`src/hw/ppu_out_pkg.sv`:
```
// ==============================
// Shared definitions of the output pixel path
// Widths, range constants, pipeline latency
// Target resolution and video mode enums
// Pixel, configuration and scanline structs
// ==============================

package ppu_out_pkg;

  localparam int COLOR_W  = 8;
  localparam int POS_W    = 8;
  localparam int SL_STR_W = 8;

  // Limited range is 16 + c * 220 / 256
  localparam int unsigned LIMIT_COEFF  = 220;
  localparam int unsigned LIMIT_OFFSET = 16;

  // Two scanline stages of 2 cycles plus the 3 cycle range stage
  localparam int PIPE_LAT = 7;

  typedef enum logic [2:0] {
    RES_480P  = 3'd0,
    RES_720P  = 3'd1,
    RES_960P  = 3'd2,
    RES_1080P = 3'd3,
    RES_1200P = 3'd4,
    RES_1440P = 3'd5,
    RES_240P  = 3'd6,
    RES_288P  = 3'd7
  } target_res_e;

  typedef enum logic [3:0] {
    MODE_VGA60   = 4'd0,
    MODE_480P60  = 4'd1,
    MODE_720P60  = 4'd2,
    MODE_960P60  = 4'd3,
    MODE_1080P60 = 4'd4,
    MODE_1200P60 = 4'd5,
    MODE_1440P60 = 4'd6,
    MODE_240P60  = 4'd7,
    MODE_576P50  = 4'd8,
    MODE_720P50  = 4'd9,
    MODE_960P50  = 4'd10,
    MODE_1080P50 = 4'd11,
    MODE_1200P50 = 4'd12,
    MODE_1440P50 = 4'd13,
    MODE_288P50  = 4'd14
  } video_mode_e;

  typedef struct packed {
    logic [COLOR_W-1:0] r;
    logic [COLOR_W-1:0] g;
    logic [COLOR_W-1:0] b;
  } rgb_t;

  typedef struct packed {
    logic vsync;
    logic hsync;
    logic de;
    rgb_t rgb;
  } pixel_t;

  typedef struct packed {
    target_res_e target_res;
    logic        use_vga_480p;
    logic        force60;
    logic        force50;
    logic        low_latency;
    logic        limited_rgb;
    logic        sl_linked_480i;
    // Scanline set for 240p content
    logic        sl240_v_en;
    logic        sl240_h_en;
    logic        sl240_thick;
    logic [3:0]  sl240_str;
    // Scanline set for 480i content
    logic        sl480_v_en;
    logic        sl480_h_en;
    logic        sl480_thick;
    logic [3:0]  sl480_str;
  } ppu_cfg_t;

  typedef struct packed {
    logic palmode;
    logic n64_480i;
  } vinfo_t;

  typedef struct packed {
    logic                v_en;
    logic                h_en;
    logic                thick;
    logic [SL_STR_W-1:0] str;
  } sl_cfg_t;

endpackage

```
`src/hw/ppu_cfg_decode.sv`:
```
// ==============================
// Configuration decoder
// Output video mode from target and 50/60 Hz rules
// Scanline set selection and strength expansion
// Limited RGB flag
// ==============================

module ppu_cfg_decode import ppu_out_pkg::*; (
  input  logic        VCLK_Tx,
  input  logic        nVRST_Tx,
  input  ppu_cfg_t    cfg_i,
  input  vinfo_t      vinfo_i,
  output video_mode_e video_mode_o,
  output sl_cfg_t     sl_cfg_o,
  output logic        limited_rgb_o
);

  video_mode_e mode60;
  video_mode_e mode50;
  video_mode_e mode_nxt;
  logic        force60_ok;
  logic        force50_ok;
  logic        use_480i_set;
  sl_cfg_t     sl_nxt;

  // ==============================
  // Video mode
  // ==============================

  always_comb begin
    case (cfg_i.target_res)
      RES_720P:           mode60 = MODE_720P60;
      RES_960P:           mode60 = MODE_960P60;
      RES_1080P:          mode60 = MODE_1080P60;
      RES_1200P:          mode60 = MODE_1200P60;
      RES_1440P:          mode60 = MODE_1440P60;
      RES_240P, RES_288P: mode60 = MODE_240P60;
      default:            mode60 = cfg_i.use_vga_480p ? MODE_VGA60 : MODE_480P60;
    endcase
  end

  always_comb begin
    case (cfg_i.target_res)
      RES_720P:           mode50 = MODE_720P50;
      RES_960P:           mode50 = MODE_960P50;
      RES_1080P:          mode50 = MODE_1080P50;
      RES_1200P:          mode50 = MODE_1200P50;
      RES_1440P:          mode50 = MODE_1440P50;
      RES_240P, RES_288P: mode50 = MODE_288P50;
      default:            mode50 = MODE_576P50;
    endcase
  end

  // No forcing in low latency mode or against a 240p/288p target
  assign force60_ok = cfg_i.force60 & ~cfg_i.low_latency & (cfg_i.target_res != RES_288P);
  assign force50_ok = cfg_i.force50 & ~cfg_i.low_latency & (cfg_i.target_res != RES_240P);

  assign mode_nxt = force60_ok       ? mode60 :
                    force50_ok       ? mode50 :
                    vinfo_i.palmode  ? mode50 :
                                       mode60;

  // ==============================
  // Scanline settings
  // ==============================

  assign use_480i_set = vinfo_i.n64_480i & ~cfg_i.sl_linked_480i;

  // Strength (s+1)*16-1 is s followed by ones
  always_comb begin
    if (use_480i_set) begin
      sl_nxt.v_en  = cfg_i.sl480_v_en;
      sl_nxt.h_en  = cfg_i.sl480_h_en;
      sl_nxt.thick = cfg_i.sl480_thick;
      sl_nxt.str   = {cfg_i.sl480_str, {(SL_STR_W-4){1'b1}}};
    end else begin
      sl_nxt.v_en  = cfg_i.sl240_v_en;
      sl_nxt.h_en  = cfg_i.sl240_h_en;
      sl_nxt.thick = cfg_i.sl240_thick;
      sl_nxt.str   = {cfg_i.sl240_str, {(SL_STR_W-4){1'b1}}};
    end
  end

  always_ff @(posedge VCLK_Tx or negedge nVRST_Tx) begin
    if (!nVRST_Tx) begin
      video_mode_o  <= MODE_480P60;
      sl_cfg_o      <= '0;
      limited_rgb_o <= 1'b0;
    end else begin
      video_mode_o  <= mode_nxt;
      sl_cfg_o      <= sl_nxt;
      limited_rgb_o <= cfg_i.limited_rgb;
    end
  end

endmodule

```
`src/hw/scanline_stage.sv`:
```
// ==============================
// Scanline darkening stage
// Stage one multiplies colour by strength
// Stage two subtracts the scaled colour on scanline pixels
// ==============================

module scanline_stage import ppu_out_pkg::*; #(
  parameter int COLOR_W = ppu_out_pkg::COLOR_W
) (
  input  logic                VCLK_Tx,
  input  logic                nVRST_Tx,
  input  pixel_t              pix_i,
  input  logic                en_i,
  input  logic                thick_i,
  input  logic [SL_STR_W-1:0] str_i,
  input  logic [POS_W-1:0]    rel_pos_i,
  output pixel_t              pix_o
);

  localparam int PROD_W = COLOR_W + SL_STR_W;

  // Thick lines start at half the position range, thin ones at three quarters
  localparam logic [POS_W-1:0] THICK_TH = POS_W'(1 << (POS_W-1));
  localparam logic [POS_W-1:0] THIN_TH  = POS_W'(3 << (POS_W-2));

  logic              on_sl;
  logic              hit_q;
  pixel_t            pix_q;
  logic [PROD_W-1:0] prod_r_q;
  logic [PROD_W-1:0] prod_g_q;
  logic [PROD_W-1:0] prod_b_q;

  assign on_sl = en_i & (rel_pos_i >= (thick_i ? THICK_TH : THIN_TH));

  // Stage one
  always_ff @(posedge VCLK_Tx or negedge nVRST_Tx) begin
    if (!nVRST_Tx) begin
      pix_q    <= '0;
      hit_q    <= 1'b0;
      prod_r_q <= '0;
      prod_g_q <= '0;
      prod_b_q <= '0;
    end else begin
      pix_q    <= pix_i;
      hit_q    <= on_sl;
      prod_r_q <= pix_i.rgb.r * str_i;
      prod_g_q <= pix_i.rgb.g * str_i;
      prod_b_q <= pix_i.rgb.b * str_i;
    end
  end

  // Stage two, subtrahend never exceeds the colour itself
  always_ff @(posedge VCLK_Tx or negedge nVRST_Tx) begin
    if (!nVRST_Tx) begin
      pix_o <= '0;
    end else begin
      pix_o <= pix_q;
      if (hit_q) begin
        pix_o.rgb.r <= pix_q.rgb.r - prod_r_q[PROD_W-1 -: COLOR_W];
        pix_o.rgb.g <= pix_q.rgb.g - prod_g_q[PROD_W-1 -: COLOR_W];
        pix_o.rgb.b <= pix_q.rgb.b - prod_b_q[PROD_W-1 -: COLOR_W];
      end
    end
  end

endmodule

```
`src/hw/rgb_range_out.sv`:
```
// ==============================
// Limited RGB range conversion
// Scale by 220/256 with rounding, add offset 16
// Final output registers
// ==============================

module rgb_range_out import ppu_out_pkg::*; #(
  parameter int COLOR_W = ppu_out_pkg::COLOR_W
) (
  input  logic   VCLK_Tx,
  input  logic   nVRST_Tx,
  input  pixel_t pix_i,
  input  logic   limited_rgb_i,
  output pixel_t pix_o
);

  localparam int PROD_W = 2 * COLOR_W;
  localparam logic [COLOR_W-1:0] COEFF  = COLOR_W'(LIMIT_COEFF);
  localparam logic [COLOR_W-1:0] OFFSET = COLOR_W'(LIMIT_OFFSET);

  logic [PROD_W-1:0]  prod_r;
  logic [PROD_W-1:0]  prod_g;
  logic [PROD_W-1:0]  prod_b;
  logic [COLOR_W:0]   scl_r_q;
  logic [COLOR_W:0]   scl_g_q;
  logic [COLOR_W:0]   scl_b_q;
  logic [COLOR_W-1:0] rnd_r_q;
  logic [COLOR_W-1:0] rnd_g_q;
  logic [COLOR_W-1:0] rnd_b_q;
  pixel_t             pix_q1;
  pixel_t             pix_q2;

  assign prod_r = pix_i.rgb.r * COEFF;
  assign prod_g = pix_i.rgb.g * COEFF;
  assign prod_b = pix_i.rgb.b * COEFF;

  always_ff @(posedge VCLK_Tx or negedge nVRST_Tx) begin
    if (!nVRST_Tx) begin
      scl_r_q <= '0;
      scl_g_q <= '0;
      scl_b_q <= '0;
      rnd_r_q <= '0;
      rnd_g_q <= '0;
      rnd_b_q <= '0;
      pix_q1  <= '0;
      pix_q2  <= '0;
      pix_o   <= '0;
    end else begin
      // Product over 128, one fraction bit kept for rounding
      scl_r_q <= prod_r[PROD_W-1 -: COLOR_W+1];
      scl_g_q <= prod_g[PROD_W-1 -: COLOR_W+1];
      scl_b_q <= prod_b[PROD_W-1 -: COLOR_W+1];
      rnd_r_q <= scl_r_q[COLOR_W:1] + COLOR_W'(scl_r_q[0]);
      rnd_g_q <= scl_g_q[COLOR_W:1] + COLOR_W'(scl_g_q[0]);
      rnd_b_q <= scl_b_q[COLOR_W:1] + COLOR_W'(scl_b_q[0]);
      // Sync, DE and full range colour
      pix_q1 <= pix_i;
      pix_q2 <= pix_q1;
      pix_o  <= pix_q2;
      if (limited_rgb_i) begin
        pix_o.rgb.r <= rnd_r_q + OFFSET;
        pix_o.rgb.g <= rnd_g_q + OFFSET;
        pix_o.rgb.b <= rnd_b_q + OFFSET;
      end
    end
  end

endmodule

```
`src/hw/ppu_out_top.sv`:
```
// ==============================
// Output pixel path top level
// Config decode, vertical and horizontal scanlines
// Range conversion and output registers
// ==============================

module ppu_out_top import ppu_out_pkg::*; #(
  parameter int COLOR_W = ppu_out_pkg::COLOR_W
) (
  input  logic             VCLK_Tx,
  input  logic             nVRST_Tx,
  input  ppu_cfg_t         cfg_i,
  input  vinfo_t           vinfo_i,
  input  pixel_t           pix_i,
  input  logic [POS_W-1:0] vpos_rel_i,
  input  logic [POS_W-1:0] hpos_rel_i,
  output pixel_t           pix_o,
  output video_mode_e      video_mode_o
);

  sl_cfg_t          sl_cfg;
  logic             limited_rgb;
  pixel_t           pix_vert;
  pixel_t           pix_horz;
  logic [POS_W-1:0] vpos_d1;
  logic [POS_W-1:0] vpos_d2;

  ppu_cfg_decode u_cfg_decode (
    .VCLK_Tx       (VCLK_Tx),
    .nVRST_Tx      (nVRST_Tx),
    .cfg_i         (cfg_i),
    .vinfo_i       (vinfo_i),
    .video_mode_o  (video_mode_o),
    .sl_cfg_o      (sl_cfg),
    .limited_rgb_o (limited_rgb)
  );

  scanline_stage #(.COLOR_W(COLOR_W)) u_sl_vert (
    .VCLK_Tx   (VCLK_Tx),
    .nVRST_Tx  (nVRST_Tx),
    .pix_i     (pix_i),
    .en_i      (sl_cfg.v_en),
    .thick_i   (sl_cfg.thick),
    .str_i     (sl_cfg.str),
    .rel_pos_i (hpos_rel_i),
    .pix_o     (pix_vert)
  );

  // Vertical position follows its pixel through the first stage
  always_ff @(posedge VCLK_Tx or negedge nVRST_Tx) begin
    if (!nVRST_Tx) begin
      vpos_d1 <= '0;
      vpos_d2 <= '0;
    end else begin
      vpos_d1 <= vpos_rel_i;
      vpos_d2 <= vpos_d1;
    end
  end

  scanline_stage #(.COLOR_W(COLOR_W)) u_sl_horz (
    .VCLK_Tx   (VCLK_Tx),
    .nVRST_Tx  (nVRST_Tx),
    .pix_i     (pix_vert),
    .en_i      (sl_cfg.h_en),
    .thick_i   (sl_cfg.thick),
    .str_i     (sl_cfg.str),
    .rel_pos_i (vpos_d2),
    .pix_o     (pix_horz)
  );

  rgb_range_out #(.COLOR_W(COLOR_W)) u_range_out (
    .VCLK_Tx       (VCLK_Tx),
    .nVRST_Tx      (nVRST_Tx),
    .pix_i         (pix_horz),
    .limited_rgb_i (limited_rgb),
    .pix_o         (pix_o)
  );

endmodule

```
`config.mk`:
```
export PLATFORM = sky130hd
export DESIGN_NAME = ppu_out_top
export DESIGN_NICKNAME = d
export VERILOG_FILES = /design/src/hw/ppu_out_pkg.sv /design/src/hw/ppu_cfg_decode.sv /design/src/hw/scanline_stage.sv /design/src/hw/rgb_range_out.sv /design/src/hw/ppu_out_top.sv
export SDC_FILE = /design/constraint.sdc
export NUM_CORES = 1
export LEC_CHECK = 0
export ABC_AREA = 1
export BUFFER_PORTS_ARGS = -buffer_cell sky130_fd_sc_hd__buf_2
export CAP_MARGIN = 20
export CORE_MARGIN = 2
export CORE_UTILIZATION = 40
export CTS_CLUSTER_DIAMETER = 60
export DETAILED_ROUTE_END_ITERATION = 12
export GPL_TIMING_DRIVEN = 0
export PLACE_DENSITY = 0.58
export RECOVER_POWER = 25
export SLEW_MARGIN = 10
export SYNTH_ARGS = -nofsm -noshare
export SYNTH_HDL_FRONTEND = slang
export SYNTH_SLANG_ARGS = --single-unit
```
`constraint.sdc`:
```
create_clock -name VCLK_Tx -period 5.5 [get_ports VCLK_Tx]
set_input_delay 1.1 -clock VCLK_Tx [delete_from_list [all_inputs] [get_ports VCLK_Tx]]
set_output_delay 1.1 -clock VCLK_Tx [all_outputs]
set_load 0.02 [all_outputs]
```
==> impl_metrics.toml, run 1 <==
[status]
outcome = "complete, but fails checks"
violations = "max-capacitance violations, max-slew violations"

[finish]
design_area_um2 = 30460
final-seq-area_um2 = 7984
utilization_pct = 45.19
final_cell_mix = "862 x nand2_1, 815 x inv_1, 336 x ha_1"
syn_to_final_growth_pct = 11.44
multi_input_area_um2 = 16110
fin_cells = 4298
drive_gt1_share_pct = 5.869
finish.net_count = 4055
n_antenna_cell = 0
n_fill_cell = 6732
final_common_cell = "nand2_1"

[clock_tree]
clkTransAtPathRegs_ps = 60
tritoncts = "done"
post_cts_resized = 0
cts.sink_count = 319
numCtsBuffers = 42
clkLatencyLatePin_ps = 570
postCtsSetupRepairBufs = 0
ctsRootBufferMaster = "clkbuf_16"
holdBufCountCts = 0
clockBufferDepth = 3
h-tree-depth = 2

[critical_path]
cp.depth = 17
r2r-start = "u_cfg_decode.sl_cfg_o[3]"
cp-endpoint = "u_sl_horz.prod_g_q[15]"
critPathArrivalTime_ps = 5350
slowest_stage = "buf_2"
critPathMaxFanout = 10
crit_buf_inv = 5
critical_path.startpoint_type = "flip-flop"
cp-end-kind = "flip-flop"
cp_cell_sequence = "buf_2 > buf_2 > nand2_1 > fa_1 > inv_1 > fa_1 > inv_1 > fa_1 > fa_1 > inv_1 > ha_1 > a21oi_1 > a21oi_1 > nor2_1 > nand2_1 > nand2_1 > nand2_1"
crit_path_start = "u_cfg_decode.sl_cfg_o[3]"
ff2ff_path_depth = 17
r2r_slack_ps = 600
r2r_end = "u_sl_horz.prod_g_q[15]"
critical-path-max-stage-delay_ps = 570
cp_top_family = "adder cells"
worstSetupPathType = "flip-flop to flip-flop"
cp_data_required_time_ps = 5950

[yosys]
synth_cell_type_count = 34
synth_area_um2 = 27330
synth_area_per_cell_um2 = 8.417
synth_warnings = 0
synth_nets = 3908
synthCells = 3247
ys_seq_area_share_pct = 29.21
synth-seq-cells = 319

[power]
switchingPower_uw = 9532
clkPwrFrac_pct = 14.7
powerDensity_nw_per_um2 = 644.0
finalPower_uw = 19610
p_leak_uw = 0.01789
seqPwrFrac_pct = 18.7
p_comb_share_pct = 66.7
peakVddDrop_v = 0.0005073
intPower_uw = 10080
swShare_pct = 48.60

[detailed_routing]
dr.pass1.iters = 5
routed_wl_um = 57890
remaining_drc_errors = 0
postRouteAntennaNets = 0
routed_via_density = 4.556
wl_per_cell_um = 13.47
vias = 19580
initialDrtViolationCount = 850

[hold_path]
hold_path_class = "flip-flop to flip-flop"
min_path_cells = 0

[floorplan]
initial_utilization_pct = 40.55
core_area_um2 = 67400
num_rows = 95
die_h_um = 265.4
die_w_um = 265.4
dieArea_um2 = 70430
pin_count = 101

[grt]
grt_antenna_before_repair = 0
grt_max_degree = 101
grt_pass1_wl_um = 99330
overflow = 0
grt_pass1_vias = 20090
track_usage_pct = 17.44

[timing]
hold_viol_final = 0
max_freq_ghz = 0.2039
min_period_ps = 4904
post-route-period-util_pct = 89.16
rsz0062_at_grt = "no"
setup_violations = 0
finalWorstSetupSlack_ps = 596.0
relSlewSlack_pct = -30.05
skew_ps = 14.00
slew_violations = 30
worst_pin_slew_ps = 1951

[placed_design]
dp.cells = 4223
io_buffer_count = 100
place_congestion = 0.8637
placed_area_um2 = 29020
dp_hpwl_um = 46410
dp_slack_ps = 458.0

[job]
maxCapViolCount = 1
-- worst min-delay path by stage --
stage / slack, ps / to / startpoint
after floorplan: 330 / u_range_out.pix_o[24] / u_range_out.pix_q2[24]
after global placement: 330 / u_sl_vert.pix_o[25] / u_sl_vert.pix_q[25]
after detailed placement: 330 / u_range_out.pix_q1[26] / u_sl_horz.pix_o[26]
after CTS: 340 / u_sl_horz.pix_o[25] / u_sl_horz.pix_q[25]
after global routing: 340 / u_sl_horz.pix_o[25] / u_sl_horz.pix_q[25]
final: 340 / vpos_d2[5] / vpos_d1[5]
-- synth_stat cells --
cell type / number / area share, %
ha_1: 336 / 15
xor2_1: 61 / 2.0
a31oi_1: 3 / 0.069
o21ai_1: 5 / 0.092
o21bai_1: 21 / 0.58
nand2_1: 862 / 12
nor3_1: 13 / 0.24
a21o_1: 8 / 0.22
nand3b_1: 13 / 0.36
nor2_1: 107 / 1.5
fa_1: 255 / 19
o21ai_2: 1 / 0.032
a21oi_1: 87 / 1.6
xnor2_1: 23 / 0.74
dfstp_2: 1 / 0.096
nor3_2: 6 / 0.22
and3_1: 1 / 0.023
clkbuf_1: 18 / 0.25
nand4_1: 41 / 0.94
conb_1: 1 / 0.014
and2_1: 6 / 0.14
mux2_2: 7 / 0.29
o21bai_2: 1 / 0.041
inv_1: 815 / 11
o211ai_1: 3 / 0.082
nor2_2: 4 / 0.092
nand2_2: 10 / 0.23
dfrtp_1: 318 / 29
clkbuf_2: 1 / 0.018
nor2_4: 1 / 0.041
o21ai_0: 62 / 1.1
clkinv_1: 2 / 0.027
buf_2: 19 / 0.35
nand3_1: 135 / 2.5
-- cell families after synthesis --
| group | count (synthesis) | share of synthesized area [%] |
|---|---|---|
| fa+ha+maj | 591 | 34.06 |
| other cells | 1 | 0.01372 |
| flops | 319 | 29.21 |
| simple gates | 1199 | 18.06 |
| compound gates | 191 | 3.841 |
| xor+xnor | 84 | 2.692 |
| mux | 7 | 0.2884 |
| buf+inv | 855 | 11.83 |
-- sequential cells by signal, summed over array words and instances, names as in the netlist, 9 cells and up --
name and count:
u_range_out.pix_o 27, u_range_out.pix_q1 27, u_range_out.pix_q2 27, u_sl_horz.pix_o 27, u_sl_horz.pix_q 27, u_sl_vert.pix_o 27, u_sl_vert.pix_q 27, u_range_out.scl_b_q 9
u_range_out.scl_g_q 9, u_range_out.scl_r_q 9
-- final cells by class --
type	count	area share (%)
clock buffers	50	3.751
plain buffers	38	0.5505
multi-input cells	2073	52.90
repair buffers	103	1.812
flip-flops and latches	319	26.22
clock inverters	25	1.113
well taps	873	3.587
inverters	817	10.07
-- power groups by stage --
stage | Clock [µW] | Combinational [µW] | Sequential, µW
6_report | 2870 | 13100 | 3660
4_1_cts | 2960 | 13200 | 3680
5_1_grt | 3040 | 15400 | 3760
3_5_place_dp | 0 | 13100 | 3720
3_3_place_gp | 0 | 13000 | 3710
2_1_floorplan | 0 | 10400 | 3650
-- through the flow --
stage / hold slack (ps) / setup TNS (ps)
floorplan: 331.2 / 0
global placement: 331.5 / -868690
detailed placement: 334.7 / 0
CTS: 337.4 / 0
global route: 340.1 / 0
finish: 335.6 / 0
-- metal layers --
metal,wire length (µm),track usage [%],up-vias
met3,1985,2.185,91
met1,26640,23.12,9167
li1,-,-,10070
met2,27650,29.85,257
met5,0,0,-
met4,1606,5.176,0
Note: power is estimated with default switching activity, not from simulation.
==> inputs of run 2 (changes only) <==
ABC_AREA = unset   (was 1)
==> run 2 against run 1 <==
Effect of this change: sequential cell count did not move; count of clock-buffer cells in the layout fell by 1; first-iteration DRC count fell by 45%; the run still ends with max-capacitance violations, max-slew violations left; utilization rose by 0.14 points; critical path depth rose by 1; cell count fell by 25%; area after synthesis fell by 10%.
==> impl_metrics.toml, run 2 <==
[finish]
multi_input_area_um2 = 14700
drive_gt1_share_pct = 9.421
final_common_cell = "inv_1"
finish.net_count = 3052
n_fill_cell = 5653
final_cell_mix = "468 x inv_1, 336 x ha_1, 318 x dfrtp_1"
syn_to_final_growth_pct = 11.73
final-seq-area_um2 = 7984
utilization_pct = 45.33
fin_cells = 3203

[floorplan]
die_h_um = 251.9
initial_utilization_pct = 40.57
core_area_um2 = 60580
die_w_um = 251.9
pin_count = 101
num_rows = 90
dieArea_um2 = 63450

[timing]
slew_violations = 73
max_freq_ghz = 0.1893
skew_ps = 26.97
rsz0062_at_grt = "no"
worst_pin_slew_ps = 4013
post-route-period-util_pct = 96.05
relSlewSlack_pct = -167.5
hold_viol_final = 0
setup_violations = 0
min_period_ps = 5283

[yosys]
synth_area_per_cell_um2 = 10.93
ys_seq_area_share_pct = 32.48
synth-seq-cells = 319
synth-async-reset-ratio_pct = 100.0
dominantRegCellSynth = "dfrtp_1"
yosysMostFrequentCell = "inv_1"
yosys.area.top_type = "dfrtp_1"
synth_area_um2 = 24580
synth_cell_type_count = 56
synth_edf_count = 0
synth_nets = 2910
synth_common_cells = "469 x inv_1, 336 x ha_1, 318 x dfrtp_1, 255 x fa_1, 135 x nand2_1"
synthCells = 2249
synth_warnings = 0
synth_area_leaders = "dfrtp_1 32%, fa_1 21%, ha_1 17%"
synth_top_area_share_pct = 32.38

[detailed_routing]
routed_wl_um = 46510
routed_via_density = 4.663
wl_met2_um = 23270
dr.pass1.iters = 5
postRouteAntennaNets = 0
wl_per_cell_um = 14.52
remaining_drc_errors = 0
wl_met3_um = 1425
highest_layer = "met4"
vias = 14930
met1_length_um = 20560
initialDrtViolationCount = 465

[clock_tree]
numCtsBuffers = 38
tritoncts = "done"
clockBufferDepth = 3
h-tree-depth = 2
ctsRootBufferMaster = "clkbuf_16"
clkTransAtPathRegs_ps = 50
clkLatencyLatePin_ps = 560
holdBufCountCts = 0
cts.sink_count = 319

[critical_path]
cp_data_required_time_ps = 5970
cp-end-kind = "flip-flop"
worstSetupPathType = "flip-flop to flip-flop"
critical_path.startpoint_type = "flip-flop"
critPathMaxFanout = 10
critPathArrivalTime_ps = 5750

[placed_design]
dp.cells = 3134
place_congestion = 0.8544
dp_hpwl_um = 37410
io_buffer_count = 100

[grt]
grt_antenna_before_repair = 0
grt_pass1_wl_um = 80450
grt_pass1_vias = 16570
track_usage_pct = 15.71
grt_max_degree = 98
overflow = 0

[hold_path]
hold_path_class = "flip-flop to flip-flop"

[job]
maxCapViolCount = 1

[status]
violations = "max-capacitance violations, max-slew violations"
outcome = "complete, but fails checks"
## run 2: cell types whose count changed after synthesis, sizes merged, moves of 42 or more
cell / before / now
and2: 6 / 133
inv: 815 / 469
mux2: 7 / 52
nand2: 872 / 135
nand3: 135 / 11
o21ai: 68 / 26
xnor2: 23 / 76
## run 2: logic make-up after synthesis
kind of cell,after synthesis,synth area share [%]
adder cells (fa/ha/maj),591,37.87
buffers and inverters,505,7.712
AND/OR/NAND/NOR,461,9.458
flip-flops,319,32.48
AO/OA/AOI/OAI,179,4.994
XOR/XNOR,130,4.632
multiplexers,63,2.830
other,1,0.01526
## run 2: metrics by stage
step	TNS, ps	setup WS [ps]	hold slack (ps)	cell area, µm²
floorplan	0	250.7	331.2	24580
global placement	-755180	-2392	332.6	26060
detailed placement	-6175	-692.6	334.7	26150
CTS	0	38.12	344.9	27500
global route	0	7.258	349.1	27460
finish	0	217.3	343.9	27460
## run 2: final timing paths
kind	slack (ps)	startpoint	cells after the start	endpoint
setup / recovery	220	u_cfg_decode.sl_cfg_o[5]	18	u_sl_vert.prod_r_q[15]
hold / removal	340	vpos_d1[2]	0	vpos_d2[2]
setup reg to reg	220	u_cfg_decode.sl_cfg_o[5]	18	u_sl_vert.prod_r_q[15]
hold reg to reg	340	vpos_d1[2]	0	vpos_d2[2]
max in group asynchronous	1280	nVRST_Tx	1	u_sl_vert.pix_o[26]
min in group asynchronous	1950	nVRST_Tx	1	u_range_out.pix_o[19]
## run 2: area by class of cell
| cell class | count | area share [%] |
|---|---|---|
| Tap cell | 782 | 3.563 |
| Buffer | 34 | 0.5650 |
| Clock inverter | 20 | 0.9933 |
| Antenna cell | 1 | 0.009112 |
| Sequential cell | 319 | 29.07 |
| Clock buffer | 49 | 3.836 |
| Multi-Input combinational cell | 1425 | 53.53 |
| Inverter | 470 | 6.424 |
| Timing Repair Buffer | 103 | 2.009 |
## run 2: per-layer routing
layer | global-route usage, % | up-vias
met1 | 20.04 | 7347
met5 | 0 | -
met4 | 4.666 | 0
met2 | 27.71 | 202
met3 | 2.228 | 68
li1 | - | 7317
## run 2: what timing repair did
action                     CTS  global route
gates resized for setup     13             9
setup buffers                0             0
cloned                       0             0
setup endpoints to repair   28             5
## run 2: worst max-delay path, cell delays in order, from the launching register on
cell and delay, ps:
dfrtp_1 390, clkbuf_2 320, buf_2 390, nand2_1 130, fa_1 510, fa_1 500, inv_1 60, fa_1 530
inv_1 60, fa_1 540, inv_1 40, ha_1 220, a21o_1 180, a21o_1 180, a21o_1 190, o21a_2 240
a311o_2 420, a21oi_2 150, xnor2_1 130
Power of run 2 is not shown: default switching activity piles up to over one toggle a cycle in this logic, so the estimate is an artifact.
